<file path="config.mk">
export PLATFORM = sky130hd
export DESIGN_NAME = fdiv_top
export DESIGN_NICKNAME = d
export VERILOG_FILES = /design/src/source/fdiv_pkg.sv /design/src/source/fdiv_ctrl.sv /design/src/source/fdiv_iter_unit.sv /design/src/source/fdiv_pipe_regs.sv /design/src/source/fdiv_top.sv
export VERILOG_INCLUDE_DIRS = /design/src /design/src/source
export SDC_FILE = /design/constraint.sdc
export NUM_CORES = 1
export LEC_CHECK = 0
export BUFFER_PORTS_ARGS = -buffer_cell sky130_fd_sc_hd__buf_2
export CAP_MARGIN = 20
export CORE_MARGIN = 1
export CORE_UTILIZATION = 63
export CTS_CLUSTER_SIZE = 10
export DETAILED_ROUTE_END_ITERATION = 16
export GPL_TIMING_DRIVEN = 1
export PLACE_DENSITY = 0.85
export SLEW_MARGIN = 20
export SYNTH_ARGS = -nofsm -noshare
export SYNTH_HDL_FRONTEND = slang
export SYNTH_SLANG_ARGS = --single-unit
</file>
<file path="constraint.sdc">
create_clock -name clk_i -period 12.4 [get_ports clk_i]
set_input_delay 3.1 -clock clk_i [delete_from_list [all_inputs] [get_ports clk_i]]
set_output_delay 3.1 -clock clk_i [all_outputs]
set_load 0.02 [all_outputs]
</file>
<file path="src/source/fdiv_params.svh">
// ------------------------------------------------
// widths and defaults for the fp32 divider
// register counts are only defaults, fdiv_top
// takes them as parameters
// ------------------------------------------------
`ifndef FDIV_PARAMS_SVH
`define FDIV_PARAMS_SVH

// ieee single precision layout
`define FDIV_FP_W      32
`define FDIV_EXP_W     8
`define FDIV_MAN_W     23
`define FDIV_EXP_BIAS  127

`define FDIV_TAG_W     4   // caller tag
`define FDIV_ITERS     25  // quotient bits, one per cycle

// default pipeline depths around the divider
`define FDIV_NUM_INP_REGS 1
`define FDIV_NUM_OUT_REGS 1

`endif

</file>
<file path="src/source/fdiv_pkg.sv">
// ------------------------------------------------
// shared types of the fp32 divider
// status only ever carries the inexact flag
// ------------------------------------------------
`default_nettype none

`include "fdiv_params.svh"

package fdiv_pkg;

  typedef struct packed {
    logic                   sign;
    logic [`FDIV_EXP_W-1:0] exponent;
    logic [`FDIV_MAN_W-1:0] mantissa;
  } fp32_t;

  // flag order as in the usual fp status word
  typedef struct packed {
    logic nv;  // invalid
    logic dz;  // divide by zero
    logic of;  // overflow
    logic uf;  // underflow
    logic nx;  // inexact
  } status_t;

  typedef logic [`FDIV_TAG_W-1:0] tag_t;

  typedef struct packed {
    fp32_t operand_a;  // dividend
    fp32_t operand_b;  // divisor
    tag_t  tag;
  } in_payload_t;

  typedef struct packed {
    fp32_t   result;
    status_t status;
    tag_t    tag;
  } out_payload_t;

  typedef enum logic [1:0] {IDLE, BUSY, HOLD} ctrl_state_e;

endpackage

`default_nettype wire

</file>
<file path="src/source/fdiv_ctrl.sv">
// ------------------------------------------------
// handshake control around the iterative divider
// one division at a time, a refused result waits
// in the hold register, flush abandons the op
// ------------------------------------------------
`timescale 1ns/1ps
`default_nettype none

module fdiv_ctrl (
  input  logic                   clk_i,
  input  logic                   rst_n_i,
  input  logic                   flush_i,
  // from input pipeline
  input  logic                   in_valid_i,
  output logic                   in_ready_o,
  input  fdiv_pkg::in_payload_t  in_data_i,
  // divider side
  output logic                   start_o,
  output fdiv_pkg::fp32_t        operand_a_o,
  output fdiv_pkg::fp32_t        operand_b_o,
  input  logic                   done_i,
  input  fdiv_pkg::fp32_t        unit_result_i,
  input  logic                   unit_inexact_i,
  // to output pipeline
  output logic                   out_valid_o,
  input  logic                   out_ready_i,
  output fdiv_pkg::out_payload_t out_data_o,
  output logic                   busy_o
);

  fdiv_pkg::ctrl_state_e state_q, state_d;
  logic                  hold_result;    // capture the refused result
  logic                  data_is_held;   // output comes from hold register
  fdiv_pkg::tag_t        tag_q;
  fdiv_pkg::fp32_t       held_result_q;
  fdiv_pkg::status_t     unit_status, held_status_q;

  // --------------------------------------------------
  // FSM
  // --------------------------------------------------
  always_comb begin : ctrl_fsm
    in_ready_o   = 1'b0;
    out_valid_o  = 1'b0;
    hold_result  = 1'b0;
    data_is_held = 1'b0;
    state_d      = state_q;

    unique case (state_q)
      fdiv_pkg::IDLE: begin
        in_ready_o = 1'b1;
        if (in_valid_i) state_d = fdiv_pkg::BUSY;
      end
      fdiv_pkg::BUSY: begin
        if (done_i) begin
          out_valid_o = 1'b1;              // result offered in the done cycle
          if (out_ready_i) begin
            state_d = fdiv_pkg::IDLE;
            if (in_valid_i) begin          // back to back, next op starts now
              in_ready_o = 1'b1;
              state_d    = fdiv_pkg::BUSY;
            end
          end else begin
            hold_result = 1'b1;
            state_d     = fdiv_pkg::HOLD;
          end
        end
      end
      fdiv_pkg::HOLD: begin
        data_is_held = 1'b1;
        out_valid_o  = 1'b1;
        if (out_ready_i) begin
          state_d = fdiv_pkg::IDLE;
          if (in_valid_i) begin
            in_ready_o = 1'b1;
            state_d    = fdiv_pkg::BUSY;
          end
        end
      end
      default: state_d = fdiv_pkg::IDLE;
    endcase

    // flush wins over everything above
    if (flush_i) begin
      in_ready_o  = 1'b0;
      out_valid_o = 1'b0;
      hold_result = 1'b0;
      state_d     = fdiv_pkg::IDLE;
    end
  end

  always_ff @(posedge clk_i) begin
    if (!rst_n_i) state_q <= fdiv_pkg::IDLE;
    else          state_q <= state_d;
  end

  assign start_o     = in_valid_i & in_ready_o;
  assign operand_a_o = in_data_i.operand_a;
  assign operand_b_o = in_data_i.operand_b;
  assign busy_o      = (state_q != fdiv_pkg::IDLE);

  // --------------------------------------------------
  // tag and hold registers
  // --------------------------------------------------
  assign unit_status = '{nv: 1'b0, dz: 1'b0, of: 1'b0, uf: 1'b0, nx: unit_inexact_i};

  always_ff @(posedge clk_i) begin
    if (start_o) tag_q <= in_data_i.tag;   // travels with the running op
    if (hold_result) begin
      held_result_q <= unit_result_i;
      held_status_q <= unit_status;
    end
  end

  assign out_data_o.result = data_is_held ? held_result_q : unit_result_i;
  assign out_data_o.status = data_is_held ? held_status_q : unit_status;
  assign out_data_o.tag    = tag_q;

  a_idle_no_valid: assert property (@(posedge clk_i) disable iff (!rst_n_i)
    (state_q == fdiv_pkg::IDLE) |-> !out_valid_o)
    else $error("result offered while idle");

  a_hold_stable: assert property (@(posedge clk_i) disable iff (!rst_n_i)
    (state_q == fdiv_pkg::HOLD) && ($past(state_q) == fdiv_pkg::HOLD) |-> $stable(out_data_o))
    else $error("held result changed");

endmodule

`default_nettype wire

</file>
<file path="src/source/fdiv_iter_unit.sv">
// ------------------------------------------------
// iterative fp32 significand divider
// one quotient bit per cycle, done 26 cycles after
// start, truncating, normal operands and results
// only, no special value or range handling
// ------------------------------------------------
`timescale 1ns/1ps
`default_nettype none

`include "fdiv_params.svh"

module fdiv_iter_unit (
  input  logic            clk_i,
  input  logic            rst_n_i,
  input  logic            flush_i,
  input  logic            start_i,      // only while idle
  input  fdiv_pkg::fp32_t operand_a_i,
  input  fdiv_pkg::fp32_t operand_b_i,
  output logic            done_o,       // one cycle pulse
  output fdiv_pkg::fp32_t result_o,
  output logic            inexact_o
);

  localparam int SIG_W   = `FDIV_MAN_W + 1;          // significand with hidden bit
  localparam int Q_W     = `FDIV_ITERS;              // quotient bits 24..0
  localparam int CNT_W   = $clog2(`FDIV_ITERS);
  localparam int EXP_C_W = `FDIV_EXP_W + 2;          // room for the difference

  // --------------------------------------------------
  // control
  // --------------------------------------------------
  logic             busy_q;
  logic             done_q;
  logic [CNT_W-1:0] cnt_q;    // iterations already done

  always_ff @(posedge clk_i) begin
    if (!rst_n_i || flush_i) begin
      busy_q <= 1'b0;
      done_q <= 1'b0;
      cnt_q  <= '0;
    end else begin
      done_q <= 1'b0;
      if (start_i) begin
        busy_q <= 1'b1;
        cnt_q  <= '0;
      end else if (busy_q) begin
        cnt_q <= cnt_q + 1'b1;
        if (cnt_q == CNT_W'(`FDIV_ITERS - 1)) begin  // last quotient bit this cycle
          busy_q <= 1'b0;
          done_q <= 1'b1;
        end
      end
    end
  end

  assign done_o = done_q;

  // --------------------------------------------------
  // datapath
  // --------------------------------------------------
  logic [SIG_W-1:0]   divisor_q;
  logic [SIG_W:0]     rem_q;       // partial remainder, always below 2*divisor
  logic [Q_W-1:0]     quot_q;
  logic [EXP_C_W-1:0] exp_q;       // biased exponent before normalization
  logic               sign_q;
  logic               rem_ge;
  logic [SIG_W:0]     rem_diff;

  assign rem_ge   = rem_q >= {1'b0, divisor_q};
  assign rem_diff = rem_q - {1'b0, divisor_q};

  always_ff @(posedge clk_i) begin
    if (start_i) begin
      rem_q     <= {2'b01, operand_a_i.mantissa};   // sig a, the << 24 is implicit
      divisor_q <= {1'b1, operand_b_i.mantissa};
      exp_q     <= {2'b00, operand_a_i.exponent} - {2'b00, operand_b_i.exponent}
                   + EXP_C_W'(`FDIV_EXP_BIAS);
      sign_q    <= operand_a_i.sign ^ operand_b_i.sign;
    end else if (busy_q) begin
      // restoring step, both branches stay below 2^24 before the shift
      if (rem_ge) begin
        rem_q <= {rem_diff[SIG_W-1:0], 1'b0};
      end else begin
        rem_q <= {rem_q[SIG_W-1:0], 1'b0};
      end
      quot_q <= {quot_q[Q_W-2:0], rem_ge};
    end
  end

  // --------------------------------------------------
  // normalization, quotient lies in [2^23, 2^25)
  // --------------------------------------------------
  logic [`FDIV_MAN_W-1:0] man_norm;
  logic [EXP_C_W-1:0]     exp_norm;
  logic                   dropped_bit;

  always_comb begin
    if (quot_q[Q_W-1]) begin
      man_norm    = quot_q[Q_W-2:1];    // top bit is the hidden one
      exp_norm    = exp_q;
      dropped_bit = quot_q[0];
    end else begin
      man_norm    = quot_q[Q_W-3:0];
      exp_norm    = exp_q - 1'b1;
      dropped_bit = 1'b0;               // nothing below bit 0
    end
  end

  assign result_o  = {sign_q, exp_norm[`FDIV_EXP_W-1:0], man_norm};
  assign inexact_o = (rem_q != '0) | dropped_bit;

  // the control FSM must wait for done before the next start
  a_no_restart: assert property (@(posedge clk_i) disable iff (!rst_n_i)
    start_i |-> !busy_q)
    else $error("divider started while counting");

endmodule

`default_nettype wire

</file>
<file path="src/source/fdiv_pipe_regs.sv">
// ------------------------------------------------
// elastic valid/ready register chain
// NUM_REGS = 0 gives plain wires, ready is always
// combinational back to the input
// ------------------------------------------------
`timescale 1ns/1ps
`default_nettype none

module fdiv_pipe_regs #(
  parameter int unsigned NUM_REGS  = 1,
  parameter type         payload_t = logic
) (
  input  logic     clk_i,
  input  logic     rst_n_i,
  input  logic     flush_i,      // drops every item in the chain
  input  logic     in_valid_i,
  output logic     in_ready_o,
  input  payload_t in_data_i,
  output logic     out_valid_o,
  input  logic     out_ready_i,
  output payload_t out_data_o,
  output logic     any_valid_o   // some stage holds an item
);

  // index i is the signal after i stages, index 0 is the input side
  logic     valid_q [0:NUM_REGS];
  payload_t data_q  [0:NUM_REGS];
  logic     ready   [0:NUM_REGS];

  assign valid_q[0]       = in_valid_i;
  assign data_q[0]        = in_data_i;
  assign in_ready_o       = ready[0];
  assign ready[NUM_REGS]  = out_ready_i;   // downstream closes the chain

  for (genvar i = 0; i < NUM_REGS; i++) begin : gen_stage
    // a stage may load when the next one moves on or holds a bubble
    assign ready[i] = ready[i+1] | ~valid_q[i+1];

    always_ff @(posedge clk_i) begin
      if (!rst_n_i || flush_i) begin
        valid_q[i+1] <= 1'b0;
      end else if (ready[i]) begin
        valid_q[i+1] <= valid_q[i];
      end
    end

    // payload only moves with a real item
    always_ff @(posedge clk_i) begin
      if (ready[i] && valid_q[i]) begin
        data_q[i+1] <= data_q[i];
      end
    end
  end

  assign out_valid_o = valid_q[NUM_REGS];
  assign out_data_o  = data_q[NUM_REGS];

  always_comb begin
    any_valid_o = 1'b0;
    for (int i = 1; i <= NUM_REGS; i++) begin
      any_valid_o = any_valid_o | valid_q[i];
    end
  end

  // a stalled item keeps its data until taken
  a_out_stable: assert property (@(posedge clk_i) disable iff (!rst_n_i)
    out_valid_o && !out_ready_i && !flush_i |=> out_valid_o && $stable(out_data_o))
    else $error("pipe output changed while stalled");

endmodule

`default_nettype wire

</file>
<file path="src/source/fdiv_top.sv">
// ------------------------------------------------
// fp32 divider with valid/ready on both sides
// latency NUM_INP_REGS + 26 + NUM_OUT_REGS, one op
// in the divider, normal operands and results only
// ------------------------------------------------
`timescale 1ns/1ps
`default_nettype none

`include "fdiv_params.svh"

module fdiv_top #(
  parameter int unsigned NUM_INP_REGS = `FDIV_NUM_INP_REGS,
  parameter int unsigned NUM_OUT_REGS = `FDIV_NUM_OUT_REGS
) (
  input  logic              clk_i,
  input  logic              rst_n_i,
  input  logic              flush_i,
  input  logic              in_valid_i,
  output logic              in_ready_o,
  input  fdiv_pkg::fp32_t   operand_a_i,   // dividend
  input  fdiv_pkg::fp32_t   operand_b_i,   // divisor
  input  fdiv_pkg::tag_t    tag_i,
  output logic              out_valid_o,
  input  logic              out_ready_i,
  output fdiv_pkg::fp32_t   result_o,
  output fdiv_pkg::status_t status_o,
  output fdiv_pkg::tag_t    tag_o,
  output logic              busy_o
);

  if ($bits(fdiv_pkg::fp32_t) != `FDIV_FP_W) begin : gen_width_check
    $error("fp32_t does not match FDIV_FP_W");
  end

  fdiv_pkg::in_payload_t  in_pkt, ctrl_in_pkt;
  fdiv_pkg::out_payload_t ctrl_out_pkt, out_pkt;
  logic                   ctrl_in_valid, ctrl_in_ready;
  logic                   ctrl_out_valid, ctrl_out_ready;
  logic                   inp_busy, ctrl_busy, out_busy;
  logic                   unit_start, unit_done, unit_inexact;
  fdiv_pkg::fp32_t        unit_op_a, unit_op_b, unit_result;

  assign in_pkt = '{operand_a: operand_a_i, operand_b: operand_b_i, tag: tag_i};

  fdiv_pipe_regs #(
    .NUM_REGS  (NUM_INP_REGS),
    .payload_t (fdiv_pkg::in_payload_t)
  ) u_inp_regs (
    .clk_i       (clk_i),
    .rst_n_i     (rst_n_i),
    .flush_i     (flush_i),
    .in_valid_i  (in_valid_i),
    .in_ready_o  (in_ready_o),
    .in_data_i   (in_pkt),
    .out_valid_o (ctrl_in_valid),
    .out_ready_i (ctrl_in_ready),
    .out_data_o  (ctrl_in_pkt),
    .any_valid_o (inp_busy)
  );

  fdiv_ctrl u_ctrl (
    .clk_i          (clk_i),
    .rst_n_i        (rst_n_i),
    .flush_i        (flush_i),
    .in_valid_i     (ctrl_in_valid),
    .in_ready_o     (ctrl_in_ready),
    .in_data_i      (ctrl_in_pkt),
    .start_o        (unit_start),
    .operand_a_o    (unit_op_a),
    .operand_b_o    (unit_op_b),
    .done_i         (unit_done),
    .unit_result_i  (unit_result),
    .unit_inexact_i (unit_inexact),
    .out_valid_o    (ctrl_out_valid),
    .out_ready_i    (ctrl_out_ready),
    .out_data_o     (ctrl_out_pkt),
    .busy_o         (ctrl_busy)
  );

  fdiv_iter_unit u_unit (
    .clk_i       (clk_i),
    .rst_n_i     (rst_n_i),
    .flush_i     (flush_i),
    .start_i     (unit_start),
    .operand_a_i (unit_op_a),
    .operand_b_i (unit_op_b),
    .done_o      (unit_done),
    .result_o    (unit_result),
    .inexact_o   (unit_inexact)
  );

  fdiv_pipe_regs #(
    .NUM_REGS  (NUM_OUT_REGS),
    .payload_t (fdiv_pkg::out_payload_t)
  ) u_out_regs (
    .clk_i       (clk_i),
    .rst_n_i     (rst_n_i),
    .flush_i     (flush_i),
    .in_valid_i  (ctrl_out_valid),
    .in_ready_o  (ctrl_out_ready),
    .in_data_i   (ctrl_out_pkt),
    .out_valid_o (out_valid_o),
    .out_ready_i (out_ready_i),
    .out_data_o  (out_pkt),
    .any_valid_o (out_busy)
  );

  assign result_o = out_pkt.result;
  assign status_o = out_pkt.status;
  assign tag_o    = out_pkt.tag;
  assign busy_o   = inp_busy | ctrl_busy | out_busy;   // anything in flight

endmodule

`default_nettype wire

</file>
After elaboration in Yosys (flattened, before gate mapping)
Cells that the tools add are included.
- bits in registers: 235
- latch bits: 0
- RAM bits: 0
- ROM bits: 0
- input bits: 73
- output and inout port bits: 44
- logic and storage cells: 97
- memories: 0
- $add $sub $neg: 5
- multiply operators: 0
- divide/modulo/power cells: 0
- magnitude comparators: 1
- equality and inequality tests: 6
- shift operators: 0
- mux-type cells: 31
- bitwise logic cells: 12
- reductions and logical operators: 13
- operators with widths (kind ; number):
    $mux W23 ; 3
    $mux W32 ; 1
    $ge A25 B24 Y1 ; 1
    $mux W25 ; 1
    $reduce_bool A25 Y1 ; 1
    $sub A24 B24 Y24 ; 1
    $mux W1 ; 18
    $add A8 B7 Y8 const B ; 1
    $mux W2 ; 4
    $mux W8 ; 1
    $sub A8 B1 Y8 const B ; 1
    $sub A8 B8 Y8 ; 1
    $pmux W2 S3 ; 1
    $add A5 B1 Y5 const B ; 1
    $eq A5 B5 Y1 const B ; 1
    $not A1 Y1 ; 5
    $or A1 B1 Y1 ; 5
    $ne A2 B2 Y1 const B ; 2
    $reduce_bool A2 Y1 ; 2
    $reduce_or A2 Y1 ; 2
    $pmux W1 S3 ; 1
    $reduce_and A3 Y1 ; 1
    $reduce_or A3 Y1 ; 1
    $eq A2 B1 Y1 const B ; 1
    10 further kinds ; 11

Depth between registers and ports, before layout
- depth after elaboration: 9
- depth in mapped cells: 13
- mapped depth without buffers: 10

Modules after synthesis
A second synthesis with hierarchy kept.
- cells, all modules: 807
- area total of the unflattened synthesis: 11153.2 um2
- modules (own cells, without submodules) (module ; instances ; cells each ; area each (um2) ; seq. area each (um2)):
    fdiv_iter_unit ; 1 ; 507 ; 5469.0 ; 2582.5
    fdiv_ctrl ; 1 ; 176 ; 2267.2 ; 1151.1
    fdiv_pipe_regs (u_inp_regs) ; 1 ; 75 ; 2110.8 ; 2062.0
    fdiv_pipe_regs (u_out_regs) ; 1 ; 48 ; 1300.0 ; 1251.2
    fdiv_top ; 1 ; 1 ; 6.3 ; 0.0

Worst setup path before layout
Ideal clock, no wire load.
- path type: input port to output port
- start point: input out_ready_i
- end point: output in_ready_o
- data arrival time: 3.785 ns
- required time: 9.300 ns
- path slack: 5.515 ns
- cell stages on the path: 4
- path buffers: 0
- cells stage by stage: nand2b_1 -> a21oi_1 -> or3_1 -> nand2_1
- word-level cells in the longest chain between the ends: 6
- ends and longest elaborated chain (item ; RTL line ; text):
    from (decl) ; fdiv_top.sv:24 ; input logic out_ready_i,
    $or A1 B1 Y1 (*) ; fdiv_pipe_regs.sv:37 ; assign ready[i] = ready[i+1] | ~valid_q[i+1];
    $mux W1 (*) ; fdiv_ctrl.sv:71 ; if (out_ready_i) begin
    $mux W1 ; fdiv_ctrl.sv:54 ; if (done_i) begin
    $pmux W1 S3 (*) ; fdiv_ctrl.sv:48 ; unique case (state_q)
    $mux W1 (*) ; fdiv_ctrl.sv:83 ; if (flush_i) begin
    $or A1 B1 Y1 (*) ; fdiv_pipe_regs.sv:37 ;
    to (decl) ; fdiv_top.sv:19 ; output logic in_ready_o,
Mark *: on every way between the ends. The rest lies on a longest branch, timed or not.

Final worst setup path
Same ends and word-level chain as after synthesis.

==> flow_metrics.env <==
export IMPL_crit_arrival_ns=4.09
export IMPL_port_buffers=112
export IMPL_die_w_um=132
export IMPL_clock_latency_ns=0.53
export IMPL_yosysSeqAreaShare_pct=64.8
export IMPL_setup_violations=0
export IMPL_cts_num_sinks=235
export IMPL_num_antenna_cells=0
export IMPL_fin_crit_sh_pct=58.0
export IMPL_clock_fmax_ghz=0.139
export IMPL_worstMarginPinSlew_ns=1.13
export IMPL_relSlewSlack_pct=24.2
export IMPL_worstHoldPathType="register to register"
export IMPL_antenna_found_initial=0
export IMPL_synth_area_leader_cell="edfxtp_1"
export IMPL_syn_mean_instance_area_um2=13.7
export IMPL_cts_resized_gates=0
export IMPL_synth_top_area_share_pct=62.3
export IMPL_final_layout_size_suffix_gt1_share_pct=24.2
export IMPL_outcome="completed"
export IMPL_required_ns=9.30
export IMPL_routed_via_density=5.98
export IMPL_hpwlAfterDp_um=13900
export IMPL_period_minus_slack_ns=7.19
export IMPL_grt_pass1_wl_um=33800
export IMPL_firstDrtPassIters=5
export IMPL_ctsHoldBuffers=0
export IMPL_cts_buffers_inserted=27
export IMPL_skew_ns=0.0121
export IMPL_netlist_area_um2=10700
export IMPL_ys_async_sr_fraction_pct=0
export IMPL_synthToLayoutAreaGrowth_pct=14.1
export IMPL_synthTopCellsByCount="edfxtp_1, mux2_2, nand2_1"
export IMPL_grt_pass1_vias=6671
export IMPL_rows=47
export IMPL_path_class="input pin to output pin"
export IMPL_synth_cell_types=64
export IMPL_final_net_count=1013
export IMPL_path_max_fanout=3
export IMPL_finalHoldViolations=0
export IMPL_power_leakage_nw=4.55
export IMPL_synth_edf_count=222
export IMPL_grt_start_max_net_pins=69
export IMPL_cts_setup_buffers=0
export IMPL_ioPinCount=117
export IMPL_vias=6748
export IMPL_path_clk_slew_ns=0.05
export IMPL_drc_errors=0
export IMPL_maxCapViolCount=0
export IMPL_synth_top_cells_by_area="edfxtp_1, mux2_2, ha_1"
export IMPL_cp_top_family="simple AND/OR/NAND/NOR gates"
export IMPL_maxSlewViolCount=0
export IMPL_use_met1_pct=32.6
export IMPL_yosysMostFrequentCell="edfxtp_1"
export IMPL_synth_top_flop_cell="edfxtp_1"
export IMPL_globalplace_congestion=0.939
export IMPL_worstPathCellList="buf_2, nand2b_1, a21oi_1, or3_1, nand2_1, buf_2"
export IMPL_use_met3_pct=4.04
export IMPL_grtUsageMet2_pct=42.1
export IMPL_worstPathBufferInverterCount=2
export IMPL_multi_input_area_um2=3470
export IMPL_cts_root_buf="clkbuf_16"
export IMPL_ys_ff_latch=235
export IMPL_drt_initial_drc_count=565
export IMPL_irDropWorstVdd_mv=0.118
export IMPL_cp_start_kind="input pin"
export IMPL_post_drt_wl_per_cell_um=18.8
export IMPL_h_tree_depth=1
export IMPL_fin_hold_ws_ns=0.415
export IMPL_routed_wl_um=21200
export IMPL_start_util_pct=64.5
export IMPL_ant_nets=0
export IMPL_crit_top_cell="buf_2"
export IMPL_die_h_um=132
export IMPL_slowest_delay_ns=0.37
export IMPL_core_area_um2=16600
export IMPL_setup_tns_final_ns=0
export IMPL_grt_overflow=0
export IMPL_grt_usage_pct=24.7
export IMPL_nFillCells=1090
export IMPL_clk_path_buf_depth=3
export IMPL_final_seq_area_um2=6930
export IMPL_dieArea_um2=17500
export IMPL_grt_busiest_layer="met2"
export IMPL_ys_warn_count=0
export IMPL_powerDensity_nw_per_um2=143
export IMPL_cts_tree="done"
export IMPL_cp_end_kind="output pin"
export IMPL_postSynthCellCount=780
export IMPL_crit_slowest_cell="or3_1"
export IMPL_rsz0062_at_grt="false"
-- metrics by stage --
stage	area, um2	instances	setup slack [ns]	utilization (%)	power (mW)
final	12200	1129	5.21	73.6	1.74
after global routing	12200	1129	5.16	73.6	1.79
after CTS	12200	1129	5.21	73.6	1.75
after detailed placement	11500	1086	5.24	69.1	1.07
after global placement	11500	1086	5.25	69.1	1.06
after floorplan	10700	783	5.52	-	1.02
-- registers in the layout, indices dropped and copies added (netlist names), 2 cells and up --
| name | flops |
|---|---|
| u_unit.quot_q | 25 |
| u_unit.divisor_q | 23 |
| u_ctrl.tag_q | 4 |
| u_inp_regs.out_data_o | 68 |
| u_unit.cnt_q | 5 |
| u_ctrl.held_result_q | 32 |
| u_ctrl.state_q | 2 |
| u_out_regs.out_data_o | 37 |
| u_unit.exp_q | 8 |
| u_unit.rem_q | 25 |
-- routing by layer --
layer / wire, um / vias up / part of all wire [%]
met5: 0 / - / 0
met4: 609 / 0 / 2.9
met3: 1070 / 53 / 5.1
met2: 10600 / 248 / 50
met1: 8970 / 3258 / 42
li1: - / 3189 / -
-- worst paths after layout --
check                           slack, ns                       from                   to  cells past startpoint
worst min-delay path                 0.41  u_inp_regs.out_data_o[13]  u_unit.divisor_q[9]                      0
worst max register to register       8.75          u_ctrl.state_q[0]     u_unit.rem_q[20]                     12
worst min register to register       0.41  u_inp_regs.out_data_o[13]  u_unit.divisor_q[9]                      0
worst max-delay path                 5.21                out_ready_i           in_ready_o                      6
-- report_power, final --
group          total (mW)  leakage (nW)  internal, mW  switching [mW]
sequential          0.909          2.15         0.897          0.0121
clock               0.682         0.356         0.398           0.285
combinational       0.147          2.04        0.0585          0.0889
-- placed cells by master (no fill, tap or decap), types with 12 or more instances in the layout --
cell	count
dfxtp_1	13
nand4_1	16
edfxtp_1	222
o211ai_1	14
nor2_1	32
nand2_1	45
mux2_2	57
o21ai_0	23
inv_1	45
nor4_1	12
clkbuf_16	27
xnor2_1	23
clkbuf_1	13
nand3_1	13
ha_1	43
a21oi_1	41
buf_2	112
nor3_1	17
-- cell type report --
class,instances,share of cell area [%]
clock buffers,40,5.94
clock inverters,3,0.133
inverters,47,1.45
multi-input cells,465,28.4
flip-flops and latches,235,56.8
well taps,220,2.26
repair buffers,119,5.03
-- cell families after synthesis --
group | Yosys count | synth area share (%)
AO/OA/AOI/OAI | 139 | 8.58
multiplexers | 59 | 6.19
XOR/XNOR | 34 | 2.78
adder cells (fa/ha/maj) | 45 | 5.40
buffers and inverters | 83 | 3.28
other | 1 | 0.0351
AND/OR/NAND/NOR | 184 | 8.97
flip-flops | 235 | 64.8
Note: power is estimated with default switching activity, not from simulation.
